==> src/logic/cmdPkg.sv <==
package cmdPkg;

    typedef logic [7:0]  byte_t;
    typedef logic [3:0]  regAddr_t;
    typedef logic [3:0]  aluFun_t;
    typedef logic [15:0] wideWord_t;

    localparam byte_t OpWrite = 8'hAA;
    localparam byte_t OpRead  = 8'hBB;
    localparam byte_t OpAlu   = 8'hCC;

    localparam aluFun_t FunAdd  = 4'd0;
    localparam aluFun_t FunSub  = 4'd1;
    localparam aluFun_t FunMul  = 4'd2;
    localparam aluFun_t FunDiv  = 4'd3;
    localparam aluFun_t FunAnd  = 4'd4;
    localparam aluFun_t FunOr   = 4'd5;
    localparam aluFun_t FunNand = 4'd6;
    localparam aluFun_t FunNor  = 4'd7;
    localparam aluFun_t FunXor  = 4'd8;
    localparam aluFun_t FunXnor = 4'd9;
    localparam aluFun_t FunEq   = 4'd10;
    localparam aluFun_t FunGt   = 4'd11;
    localparam aluFun_t FunShr  = 4'd12;
    localparam aluFun_t FunShl  = 4'd13;

    typedef struct packed {
        aluFun_t   fun;
        wideWord_t value;
    } aluResult_t;

    typedef struct packed {
        regAddr_t addr;
        byte_t    data;
    } regWrite_t;

    typedef enum logic [2:0] {
        Idle,
        GetAddr,
        GetData,
        GetFun,
        Issue,
        IssueAlu
    } ctrlState_t;

    typedef enum logic [1:0] {
        PaceIdle,
        PaceWait,
        PaceGap
    } pacerState_t;

    // Arithmetic codes give a two-byte result.
    function automatic logic isArith(aluFun_t fun);
        return fun[3:2] == 2'b00;
    endfunction

endpackage

==> src/logic/cmdController.sv <==
`timescale 1ns/1ps

module cmdController import cmdPkg::*; (
    input  logic      CLK,
    input  logic      Reset,
    input  byte_t     cmdByte,
    input  logic      cmdStrobe,
    input  logic      hasRoom,
    output logic      cmdReady,
    output logic      regWr,
    output regWrite_t regWrData,
    output logic      regRd,
    output regAddr_t  regRdAddr,
    output logic      aluStart,
    output aluFun_t   aluFun
);

    ctrlState_t state;
    logic       isWrite;    // Pending command is a register write.
    regAddr_t   addrHold;
    aluFun_t    funHold;
    logic       byteIn;

    // Source is stalled only while a result waits for FIFO space.
    assign cmdReady  = (state != Issue) && (state != IssueAlu);
    assign byteIn    = cmdStrobe && cmdReady;
    assign regRdAddr = addrHold;
    assign aluFun    = funHold;

    always_ff @(posedge CLK or negedge Reset) begin
        if (!Reset) begin
            state    <= Idle;
            isWrite  <= 1'b0;
            regWr    <= 1'b0;
            regRd    <= 1'b0;
            aluStart <= 1'b0;
        end else begin
            regWr    <= 1'b0;    // Strobes are single pulses.
            regRd    <= 1'b0;
            aluStart <= 1'b0;
            case (state)
                Idle: begin
                    if (byteIn) begin
                        if (cmdByte == OpWrite || cmdByte == OpRead) begin
                            isWrite <= (cmdByte == OpWrite);
                            state   <= GetAddr;
                        end else if (cmdByte == OpAlu) begin
                            state <= GetFun;
                        end
                    end
                end
                GetAddr: begin
                    if (byteIn) begin
                        state <= isWrite ? GetData : Issue;
                    end
                end
                GetData: begin
                    if (byteIn) begin
                        regWr <= 1'b1;
                        state <= Idle;
                    end
                end
                GetFun: begin
                    if (byteIn) begin
                        state <= IssueAlu;
                    end
                end
                Issue: begin
                    if (hasRoom) begin
                        regRd <= 1'b1;
                        state <= Idle;
                    end
                end
                IssueAlu: begin
                    if (hasRoom) begin
                        aluStart <= 1'b1;
                        state    <= Idle;
                    end
                end
                default: begin
                    state <= Idle;
                end
            endcase
        end
    end

    // Operand capture.
    always_ff @(posedge CLK) begin
        if (byteIn && state == GetAddr) begin
            addrHold <= cmdByte[3:0];
        end
        if (byteIn && state == GetData) begin
            regWrData <= '{addr: addrHold, data: cmdByte};
        end
        if (byteIn && state == GetFun) begin
            funHold <= cmdByte[3:0];
        end
    end

endmodule

==> src/logic/regFile.sv <==
`timescale 1ns/1ps

module regFile import cmdPkg::*; (
    input  logic      CLK,
    input  logic      Reset,
    input  logic      regWr,
    input  regWrite_t regWrData,
    input  logic      regRd,
    input  regAddr_t  regRdAddr,
    output byte_t     rdByte,
    output logic      rdValid,
    output byte_t     operandA,
    output byte_t     operandB
);

    localparam int RegCount = 2 ** $bits(regAddr_t);

    byte_t regs [RegCount];

    // ALU operands are wired straight from the bank.
    assign operandA = regs[0];
    assign operandB = regs[1];

    always_ff @(posedge CLK or negedge Reset) begin
        if (!Reset) begin
            for (int i = 0; i < RegCount; i++) begin
                regs[i] <= '0;
            end
            rdByte  <= '0;
            rdValid <= 1'b0;
        end else begin
            rdValid <= regRd;
            if (regWr) begin
                regs[regWrData.addr] <= regWrData.data;
            end
            if (regRd) begin
                rdByte <= regs[regRdAddr];    // One-cycle read.
            end
        end
    end

endmodule

==> src/logic/aluUnit.sv <==
`timescale 1ns/1ps

module aluUnit import cmdPkg::*; (
    input  logic       CLK,
    input  logic       Reset,
    input  logic       aluStart,
    input  aluFun_t    aluFun,
    input  byte_t      operandA,
    input  byte_t      operandB,
    output aluResult_t aluOut,
    output logic       aluValid
);

    wideWord_t wideA;
    wideWord_t wideB;
    wideWord_t result;

    assign wideA = {8'h00, operandA};
    assign wideB = {8'h00, operandB};

    always_comb begin
        case (aluFun)
            FunAdd:  result = wideA + wideB;
            FunSub:  result = wideA - wideB;    // Wraps to 16 bits.
            FunMul:  result = wideA * wideB;
            FunDiv:  result = (operandB == 8'h00) ? '0 : wideA / wideB;
            FunAnd:  result = {8'h00, operandA & operandB};
            FunOr:   result = {8'h00, operandA | operandB};
            FunNand: result = {8'h00, ~(operandA & operandB)};
            FunNor:  result = {8'h00, ~(operandA | operandB)};
            FunXor:  result = {8'h00, operandA ^ operandB};
            FunXnor: result = {8'h00, ~(operandA ^ operandB)};
            FunEq:   result = {15'd0, operandA == operandB};
            FunGt:   result = {15'd0, operandA > operandB};
            FunShr:  result = {8'h00, operandA >> 1};
            FunShl:  result = {8'h00, operandA << 1};    // Top bit drops out.
            default: result = '0;
        endcase
    end

    always_ff @(posedge CLK or negedge Reset) begin
        if (!Reset) begin
            aluValid <= 1'b0;
        end else begin
            aluValid <= aluStart;
        end
    end

    always_ff @(posedge CLK) begin
        if (aluStart) begin
            aluOut <= '{fun: aluFun, value: result};
        end
    end

endmodule

==> src/logic/resultFifo.sv <==
`timescale 1ns/1ps

module resultFifo import cmdPkg::*; #(
    parameter int FifoDepth = 8
) (
    input  logic       CLK,
    input  logic       Reset,
    input  logic       aluValid,
    input  aluResult_t aluOut,
    input  logic       rdValid,
    input  byte_t      rdByte,
    input  logic       readEn,
    output logic       empty,
    output logic       hasRoom,
    output byte_t      outByte,
    output logic       outValid
);

    localparam int AddrW = $clog2(FifoDepth);

    typedef logic [AddrW:0]   ptr_t;
    typedef logic [AddrW-1:0] index_t;

    localparam ptr_t RoomLimit = ptr_t'(FifoDepth - 2);

    byte_t  mem [FifoDepth];
    ptr_t   wrPtr;
    ptr_t   rdPtr;
    ptr_t   used;
    index_t wrIdx;
    index_t wrIdxNext;
    logic   writing;
    logic   twoBytes;
    logic   doRead;

    assign used      = wrPtr - rdPtr;    // Wrap bit keeps full apart from empty.
    assign empty     = (wrPtr == rdPtr);
    assign hasRoom   = (used <= RoomLimit);
    assign wrIdx     = wrPtr[AddrW-1:0];
    assign wrIdxNext = wrIdx + 1'b1;
    assign writing   = aluValid || rdValid;
    assign twoBytes  = aluValid && isArith(aluOut.fun);
    assign doRead    = readEn && !empty && !writing;    // Writes win.

    always_ff @(posedge CLK) begin
        if (aluValid) begin
            mem[wrIdx] <= aluOut.value[7:0];    // Low byte first.
            if (twoBytes) begin
                mem[wrIdxNext] <= aluOut.value[15:8];
            end
        end else if (rdValid) begin
            mem[wrIdx] <= rdByte;
        end
    end

    always_ff @(posedge CLK or negedge Reset) begin
        if (!Reset) begin
            wrPtr    <= '0;
            rdPtr    <= '0;
            outValid <= 1'b0;
        end else begin
            outValid <= doRead;
            if (writing) begin
                wrPtr <= wrPtr + (twoBytes ? ptr_t'(2) : ptr_t'(1));
            end
            if (doRead) begin
                rdPtr <= rdPtr + 1'b1;
            end
        end
    end

    always_ff @(posedge CLK) begin
        if (doRead) begin
            outByte <= mem[rdPtr[AddrW-1:0]];
        end
    end

endmodule

==> src/logic/bytePacer.sv <==
`timescale 1ns/1ps

module bytePacer import cmdPkg::*; #(
    parameter int GapCycles = 10
) (
    input  logic CLK,
    input  logic Reset,
    input  logic outValid,
    output logic readEn
);

    localparam int CountW = $clog2(GapCycles + 1);

    typedef logic [CountW-1:0] gapCount_t;

    pacerState_t state;
    gapCount_t   count;

    always_ff @(posedge CLK or negedge Reset) begin
        if (!Reset) begin
            state  <= PaceIdle;
            readEn <= 1'b0;
            count  <= '0;
        end else begin
            case (state)
                PaceIdle: begin
                    readEn <= 1'b1;
                    state  <= PaceWait;
                end
                PaceWait: begin
                    if (readEn) begin
                        readEn <= 1'b0;    // Byte shows up next cycle.
                    end else if (outValid) begin
                        count <= gapCount_t'(GapCycles);
                        state <= PaceGap;
                    end else begin
                        state <= PaceIdle;    // Nothing served, retry.
                    end
                end
                PaceGap: begin
                    if (count == gapCount_t'(1)) begin
                        state <= PaceIdle;
                    end else begin
                        count <= count - 1'b1;
                    end
                end
                default: begin
                    state <= PaceIdle;
                end
            endcase
        end
    end

endmodule

==> src/logic/cmdSystemTop.sv <==
`timescale 1ns/1ps

module cmdSystemTop import cmdPkg::*; #(
    parameter int FifoDepth = 8,
    parameter int GapCycles = 10
) (
    input  logic  CLK,
    input  logic  Reset,
    input  byte_t cmdByte,
    input  logic  cmdStrobe,
    output logic  cmdReady,
    output byte_t outByte,
    output logic  outValid
);

    logic       hasRoom;
    logic       regWr;
    regWrite_t  regWrData;
    logic       regRd;
    regAddr_t   regRdAddr;
    logic       aluStart;
    aluFun_t    aluFun;
    byte_t      rdByte;
    logic       rdValid;
    byte_t      operandA;
    byte_t      operandB;
    aluResult_t aluOut;
    logic       aluValid;
    logic       readEn;

    cmdController iController (
        .CLK       (CLK),
        .Reset     (Reset),
        .cmdByte   (cmdByte),
        .cmdStrobe (cmdStrobe),
        .hasRoom   (hasRoom),
        .cmdReady  (cmdReady),
        .regWr     (regWr),
        .regWrData (regWrData),
        .regRd     (regRd),
        .regRdAddr (regRdAddr),
        .aluStart  (aluStart),
        .aluFun    (aluFun)
    );

    regFile iRegFile (
        .CLK       (CLK),
        .Reset     (Reset),
        .regWr     (regWr),
        .regWrData (regWrData),
        .regRd     (regRd),
        .regRdAddr (regRdAddr),
        .rdByte    (rdByte),
        .rdValid   (rdValid),
        .operandA  (operandA),
        .operandB  (operandB)
    );

    aluUnit iAlu (
        .CLK      (CLK),
        .Reset    (Reset),
        .aluStart (aluStart),
        .aluFun   (aluFun),
        .operandA (operandA),
        .operandB (operandB),
        .aluOut   (aluOut),
        .aluValid (aluValid)
    );

    resultFifo #(
        .FifoDepth (FifoDepth)
    ) iFifo (
        .CLK      (CLK),
        .Reset    (Reset),
        .aluValid (aluValid),
        .aluOut   (aluOut),
        .rdValid  (rdValid),
        .rdByte   (rdByte),
        .readEn   (readEn),
        .empty    (),
        .hasRoom  (hasRoom),
        .outByte  (outByte),
        .outValid (outValid)
    );

    bytePacer #(
        .GapCycles (GapCycles)
    ) iPacer (
        .CLK      (CLK),
        .Reset    (Reset),
        .outValid (outValid),
        .readEn   (readEn)
    );

endmodule

==> config.mk <==
export PLATFORM = sky130hd
export DESIGN_NAME = cmdSystemTop
export DESIGN_NICKNAME = d
export VERILOG_FILES = /design/src/logic/cmdPkg.sv /design/src/logic/cmdController.sv /design/src/logic/regFile.sv /design/src/logic/aluUnit.sv /design/src/logic/resultFifo.sv /design/src/logic/bytePacer.sv /design/src/logic/cmdSystemTop.sv
export SDC_FILE = /design/constraint.sdc
export NUM_CORES = 1
export LEC_CHECK = 0
export BUFFER_PORTS_ARGS = -buffer_cell sky130_fd_sc_hd__buf_2
export CORE_UTILIZATION = 50
export DETAILED_ROUTE_END_ITERATION = 16
export PLACE_DENSITY = 0.76
export SYNTH_ARGS = -nofsm -noshare
export SYNTH_HDL_FRONTEND = slang
export SYNTH_HIERARCHICAL = 1
export SYNTH_SLANG_ARGS = --single-unit
==> constraint.sdc <==
create_clock -name CLK -period 29.6 [get_ports CLK]
set_clock_uncertainty 0.15 [all_clocks]
set_input_delay 2.96 -clock CLK [delete_from_list [all_inputs] [get_ports CLK]]
set_output_delay 2.96 -clock CLK [all_outputs]
set_load 0.02 [all_outputs]
# After elaboration in Yosys (flattened, before gate mapping)
# Memory sizes are Yosys's and may differ from the RTL's. A register that Yosys moved wholly into a read port is not among the register bits.
# Index checks and enable logic that the tools add are counted.
[word_totals]
regBits = 201
latch_bits = 0
ramBits = 64
rom_bits = 0
in_bits = 11
out_inout_bits = 10
word_cells = 164
n_memories = 1
[memory_table]
columns = ["name", "depth", "word_bits", "read_ports", "rd_clocked_by_memory_dff", "write_ports", "line", "source"]
rows = [
  ["iFifo.mem", 8, 8, 1, 1, 2, "resultFifo.sv:26", "byte_t mem [FifoDepth];"],
]
[op_classes]
n_addsub = 7
multipliers = 1
n_div = 1
n_lt_le_gt_ge = 5
eq_ne = 38
shift = 0
muxes = 41
bitwise_logic = 9
reduce_logical = 25
[ops]
columns = ["op", "count"]
rows = [
  ["16-bit one-hot mux with 14 select lines", 1],
  ["128-bit bitwise mux", 1],
  ["8-bit binary-select mux with 4-bit select", 1],
  ["8-bit demux with 4-bit select", 1],
  ["8-bit two-way mux", 4],
  ["4-bit == test (second input constant)", 6],
  ["8-bit == test (second input constant)", 3],
  ["3-bit two-way mux", 8],
  ["8-bit NOT", 3],
  ["8-bit by 8-bit divider with 16-bit output", 1],
  ["4-bit by 3-bit == test with 1-bit output (second input constant)", 4],
  ["8-bit by 8-bit multiplier with 16-bit output", 1],
  ["16-bit two-way mux", 1],
  ["3-bit one-hot mux with 5 select lines", 1],
  ["1-bit two-way mux", 13],
  ["4-bit two-way mux", 3],
  ["2-bit by 1-bit inequality test with 1-bit output (second input constant)", 6],
  ["5-bit >= comparator (second input constant)", 2],
  ["4-bit NOT with 5-bit output", 2],
  ["8-bit by 8-bit adder with 9-bit output", 1],
  ["1-bit logical AND", 9],
  ["8-bit by 8-bit subtractor with 9-bit output", 1],
  ["8-bit AND", 1],
  ["4-bit by 1-bit == test with 1-bit output (second input constant)", 2],
  ["38 further kinds", 51],
]

# Logic depth before layout (Yosys ltp)
# Gate-level depths: netlist of run 1.
[depth]
ltp_word = 6
depth_mapped = 152
mapped_depth_nobuf = 143

# Modules after synthesis
# Netlist of run 1, hierarchy kept.
[by_module_without_submodules]
columns = ["module", "n_inst", "cells_per_inst", "area_each_um2"]
rows = [
  ["aluUnit", 1, 1241, 9504.1],
  ["regFile", 1, 401, 6363.6],
  ["resultFifo", 1, 271, 4244.1],
  ["cmdController", 1, 63, 1012.2],
  ["bytePacer", 1, 32, 369.1],
]

# Worst setup path before layout of run 1
# No wires, ideal clock.
[synth_path]
kind = "register -> register"
start = "register iRegFile.regs, in the netlist iRegFile/operandB[0]"
end = "register iAlu/aluOut[0] (netlist name)"
arrival_ps = 27183
t_required_ps = 29183
path_slack_ps = 2000
stages_incl_launch_ff = 138
n_path_buf = 9
path_cell_list = "dfrtp_1 -> buf_4 -> inv_1 -> ha_1 -> o21a_1 -> o21ai_0 -> nor3_1 -> ha_1 -> o21a_1 -> nor2_1 -> xnor2_1 -> a2bb2oi_1 -> ha_1 -> or3_1 -> o22ai_1 -> or4_4 -> nand2_1 -> ha_1 -> (+102 left out) -> a21oi_1 -> o21ai_0 -> a211oi_1 -> nand3_2 -> nor3_4 -> mux2_4 -> ha_1 -> nor2b_1 -> o21ai_0 -> nand2b_1 -> a21oi_1 -> nor2b_1 -> o21ai_0 -> nand2b_1 -> a211oi_1 -> nand2b_1 -> o41ai_1 -> a31oi_1"
[synth_via]
elab_chain_cells = 3
word_cells_on_any_way = 15
classes_between = "add/sub (2); mul (1); div (1); order compare (1); eq/ne (1); mux (2); bitwise (6); reduce/logical (1)"
[synth_lines]
columns = ["item", "line", "source"]
rows = [
  ["start: declaration", "regFile.sv:18", "byte_t regs [RegCount];"],
  ["start signal: indexed assignment", "regFile.sv:34", "regs[regWrData.addr] <= regWrData.data;"],
  ["8-bit by 8-bit divider with 16-bit output, or another cell as far along", "aluUnit.sv:26", "FunDiv: result = (operandB == 8'h00) ? '0 : wideA / wideB;"],
  ["16-bit two-way mux, or another cell as far along", "aluUnit.sv:26", ""],
  ["16-bit one-hot mux with 14 select lines *", "aluUnit.sv:22", "case (aluFun)"],
]
# Mark *: on every way between the ends. The rest lies on a longest branch, timed or not.
# A chain may end at the register's enable or synchronous reset.

# Final worst setup path of run 1
[layout_path]
start = "register iRegFile.regs, in the netlist iRegFile/operandB[4]"
end = "register iAlu/aluOut[0] (netlist name)"
[layout_via]
elab_chain_cells = 3
word_cells_on_any_way = 6
classes_between = "div (1); order compare (1); eq/ne (1); mux (2); reduce/logical (1)"
[layout_lines]
columns = ["item", "line"]
rows = [
  ["8-bit by 8-bit divider with 16-bit output or 8-bit zero test (tied branches)", "aluUnit.sv:26"],
  ["16-bit two-way mux", "aluUnit.sv:26"],
  ["16-bit one-hot mux with 14 select lines *", "aluUnit.sv:22"],
]
# Marks and branches as above.

==> results of run 1 <==
## state kept, by name (all words and copies together), names as in the netlist, 8 cells and up
register / flops
iController/regWrData: 12
iFifo/mem: 64
iRegFile/rdByte: 8
iRegFile/operandA: 8
iFifo/outByte: 8
iRegFile/regs: 112
iAlu/aluOut: 18
iRegFile/operandB: 8
## worst max-delay path: cells and delay by family (launching register included)
family / cells / cell delay (ns)
compound gates: 70 / 13.69
flops: 1 / 0.50
mux: 5 / 1.52
simple gates: 34 / 5.90
buf+inv: 8 / 1.25
fa+ha+maj: 14 / 4.31
## final cells by class
cell class,instances,area (um^2)
Fill cell,3445,19000
Timing Repair Buffer,66,477
Tap cell,539,674
Multi-Input combinational cell,1540,13400
Sequential cell,271,7330
Antenna cell,2,5.00
Clock buffer,34,723
Clock inverter,14,92.6
Inverter,116,435
## metrics by stage
| stage | hold slack, ns | setup TNS [ns] | instances | setup slack, ns |
|---|---|---|---|---|
| floorplan | 0.202 | 0 | 2012 | 2.00 |
| global placement | 0.283 | 0 | 2514 | 1.17 |
| detailed placement | 0.299 | 0 | 2514 | 0.304 |
| CTS | 0.308 | 0 | 2562 | 0.115 |
| global route | 0.326 | -0.174 | 2580 | -0.174 |
| finish | 0.305 | 0 | 2582 | 1.94 |
## metal layers
metal  global-route usage, %  share of wire [%]  vias up
li1                        -                  -     7419
met1                    33.9                 44     8074
met2                    40.8                 47      579
met3                    3.13                5.7      127
met4                    7.86                3.6        0
met5                       0                  0        -
## layout by cell type (no fill, tap or decap), types with 11 or more instances in the layout
master       n
o211ai_1    15
o22ai_1     24
mux4_2      48
o21bai_1    16
nand3_1     26
dfrtp_1    159
or2_2       14
mux2_2     214
clkinv_1    11
nor2b_1     24
o21ai_0     60
buf_4       44
nor4_1      15
fa_1        40
or3_1       12
edfxtp_1   110
xor2_1      26
a21oi_1     89
nand2b_1    27
buf_2       19
ha_1       171
mux2i_1     26
clkbuf_16   28
and3_1      12
nor3_1      47
o31ai_1     14
o21a_1      36
mux2_4      16
nand2_1    118
inv_1      109
nor2_1     162
xnor2_1     42
a21o_1      12
## repair_timing
| item | in CTS | in global routing |
|---|---|---|
| setup endpoints to repair | 0 | 2 |
| setup buffers | 0 | 17 |
| resized for setup | 0 | 40 |
## path summary, 6_finish.rpt
| path | slack, ns | startpoint | end |
|---|---|---|---|
| max | 1.94 | iRegFile/operandB[4] | iAlu/aluOut[0] |
| min | 0.31 | iController/regRdAddr[1] | iController/regWrData[9] |
| max reg2reg | 1.94 | iRegFile/operandB[4] | iAlu/aluOut[0] |
| min reg2reg | 0.31 | iController/regRdAddr[1] | iController/regWrData[9] |
| max in group asynchronous | 25.45 | Reset | iRegFile/regs[28] |
| min in group asynchronous | 2.33 | Reset | iPacer/state[0] |
==> impl_metrics.toml, run 1 <==
[global_routing]
grt_first_pass_wirelength_um = 86300
grt_max_degree = 88
antenna_found_initial = 0
gr-total-overflow = 0
grt_pass1_vias = 15915
grt_usage_pct = 24.7

[route]
routed_wl_um = 54100
postRouteAntennaNets = 0
drc = 0
post_drt_wl_per_cell_um = 21.0
via_per_inst = 6.27
dr.pass1.iters = 5
drtIter0Drc = 1231
num_vias = 16199

[yosys]
synthCells = 2005
synth_warnings = 6
synth_area_um2 = 21400
synth.avg_cell_area_um2 = 10.7

[layout]
syn2layout_area_growth_pct = 7.90
finalCoreUtilization_pct = 54.9
nNetsFinal = 2244
drive_gt1_share_pct = 23.7
fin_area_um2 = 23100

[timing]
period_needed_ns = 27.66
setup_viol = 0
finalCritPeriodShare_pct = 93.4
hold_violations = 0
slew_violations = 0
worstMarginPinSlew_ns = 1.14
max_freq_ghz = 0.0362
relSlewSlack_pct = 23.8

[place]
place_area_um2 = 22000
portBuffers = 20
hpwl_um = 39100
routabilityCongestion = 0.956

[worst_hold_path]
min_path_type = "flip-flop to flip-flop"
worstHoldPathCells = 0

[floorplan]
die_w_um = 209
start_util_pct = 50.9
io_pins = 21
core_um2 = 42100
die_height_um = 209
die-area_um2 = 43700
placementRows = 75

[cts]
cts.sinks = 271
cts_tree = "yes"
cts_hold_buf = 0
cts.root.buffer_cell = "clkbuf_16"
cts_max_level = 1
ctsLongestPathBuffers = 3
clkTransAtPathRegs_ns = 0.06
clk-insertion-delay-late_ns = 0.54
numCtsBuffers = 26

[run]
drv_cap = 0

[setup_path]
worstSetupEndpointType = "flip-flop"
worstPathMaxFanout = 18
cp.arrival_ns = 27.78
critPathSlowestCell = "dfrtp_2"
reg2reg_depth = 131
cp.required_ns = 29.72
cpMostUsedCell = "o21a_1"
max_stage_delay_ns = 0.50
crit_type = "flip-flop to flip-flop"
crit_path_start_kind = "flip-flop"

[outcome]
outcome = "completed"
Power of run 1 is left out: the tool's default activity adds up to more than one toggle a clock period on the data nets, which glitch-free logic cannot reach.
==> run 2, diff against run 1 <==
--- a/config.mk
+++ b/config.mk
@@ -6,6 +6,7 @@
 export NUM_CORES = 1
 export LEC_CHECK = 0
 export BUFFER_PORTS_ARGS = -buffer_cell sky130_fd_sc_hd__buf_2
+export CORE_ASPECT_RATIO = 2
 export CORE_UTILIZATION = 50
 export DETAILED_ROUTE_END_ITERATION = 16
 export PLACE_DENSITY = 0.76
==> run 2 against run 1 <==
Routed wire length increased by 6.5%; global-route usage increased by 2.1 points; clock-buffer cell count decreased by 1; worst hold slack improved by 0.032 ns; worst setup slack got worse by 0.14 ns; critical endpoint unchanged; register-to-register slack got worse by 0.14 ns; final cell count increased by 0.15%; via count increased by 0.64%; critical path depth increased by 4.
==> impl_metrics.toml, run 2 (same netlist as run 1, synthesis figures left out) <==
[layout]
nNetsFinal = 2246
largestRegisters = "iRegFile/regs (112), iFifo/mem (64), iAlu/aluOut (18)"
fillerInstances = 3513
diodes = 0
final_cell_mix = "mux2_2 (214), ha_1 (172), nor2_1 (163)"
largest_reg_flops = 112
syn2layout_area_growth_pct = 7.81
top_register = "iRegFile/regs"
drive_gt1_share_pct = 23.5
final_common_cell = "mux2_2"

[floorplan]
io_pins = 21
placementRows = 107
start_util_pct = 50.5
die_height_um = 295
die-area_um2 = 43700
die_w_um = 148
core_um2 = 42400

[route]
drtIter0Drc = 1007
met2_length_um = 29700
dr.pass1.iters = 7
num_vias = 16302
top_layer_used = "met5"
m1WireLength_um = 20000
routed-wl-met3_um = 2700
routed_wl_um = 57600
postRouteAntennaNets = 0
drc = 0
post_drt_wl_per_cell_um = 22.3
via_per_inst = 6.30

[global_routing]
gr-total-overflow = 0
grt_pass1_vias = 17056
antenna_found_initial = 3
grt_max_degree = 88
grt_first_pass_wirelength_um = 90400
grt_usage_pct = 26.8

[setup_path]
cpMostUsedCell = "o21a_1"
max_stage_delay_ns = 0.51
worstPathMaxFanout = 16
critPathSlowestCell = "or4_4"
crit_path_start_kind = "flip-flop"
cp.required_ns = 29.73
worstSetupEndpointType = "flip-flop"
crit_type = "flip-flop to flip-flop"
cp.arrival_ns = 27.93

[cts]
numCtsBuffers = 24
cts.root.buffer_cell = "clkbuf_16"
clk-insertion-delay-late_ns = 0.55
cts.sinks = 271
ctsLongestPathBuffers = 3
clkTransAtPathRegs_ns = 0.07
cts_tree = "yes"
cts_max_level = 1

[timing]
holdWs_ns = 0.338
worstMarginPinSlew_ns = 1.43
period_needed_ns = 27.79
relSlewSlack_pct = 3.53
hold_violations = 0
setup-tns-final_ns = 0
max_freq_ghz = 0.0360
setup_viol = 0
slew_violations = 0
finalCritPeriodShare_pct = 93.9

[worst_hold_path]
min_path_type = "flip-flop to flip-flop"

[place]
hpwl_um = 42600
routabilityCongestion = 0.981
portBuffers = 20

[outcome]
outcome = "completed"

[run]
drv_cap = 0
## run 2: metal layers
layer / up-vias / global-route usage [%]
li1: 7441 / -
met1: 8026 / 27.4
met2: 542 / 48.2
met3: 287 / 3.89
met4: 6 / 21.5
met5: - / 0
## run 2: worst paths after layout
| check | to | slack, ns | start | cells past startpoint |
|---|---|---|---|---|
| max | iAlu/aluOut[0] | 1.81 | iRegFile/operandB[1] | 135 |
| min in group asynchronous | iController/isWrite | 2.29 | Reset | 1 |
| min | iPacer/state[0] | 0.34 | iPacer/state[0] | 1 |
| min reg2reg | iPacer/state[0] | 0.34 | iPacer/state[0] | 1 |
| max in group asynchronous | iRegFile/operandB[1] | 25.46 | Reset | 2 |
| max reg2reg | iAlu/aluOut[0] | 1.81 | iRegFile/operandB[1] | 135 |
## run 2: final cells by class
cell class,instances,area (um^2),share of cell area (%)
clock buffer,33,656,2.84
clock inverter,11,134,0.579
inverter,116,435,1.88
multi-input combinational,1541,13400,57.9
sequential,271,7330,31.7
tap,545,682,2.95
timing repair buffer,69,478,2.07
## run 2: critical path: cells and delay by family, from the launching register on
family	cells	cell delay (ns)
AO/OA/AOI/OAI	67	12.63
AND/OR/NAND/NOR	37	6.12
adder cells (fa/ha/maj)	15	4.68
multiplexers	7	2.15
buffers and inverters	9	1.28
flip-flops	1	0.45
## run 2: timing repair
action	4_1_cts	5_1_grt
gates resized for setup	5	32
pin swaps	1	7
buffers inserted	3	12
gates cloned	0	2
hold buffers	0	0
endpoints found under the setup margin	1	2
hold endpoints to repair	0	0
## run 2: per-stage QoR
stage          std cells  area [um^2]  utilization, %  worst slack (ns)
2_1_floorplan       2012        21500               -              2.00
5_1_grt             2586        23100            54.4           -0.0933
4_1_cts             2572        22900            53.9            0.0952
6_report            2586        23100            54.4              1.81
3_3_place_gp        2525        22000            52.0          -0.00536
3_5_place_dp        2525        22000            52.0             -1.01
Power of run 2 is left out for the same reason.
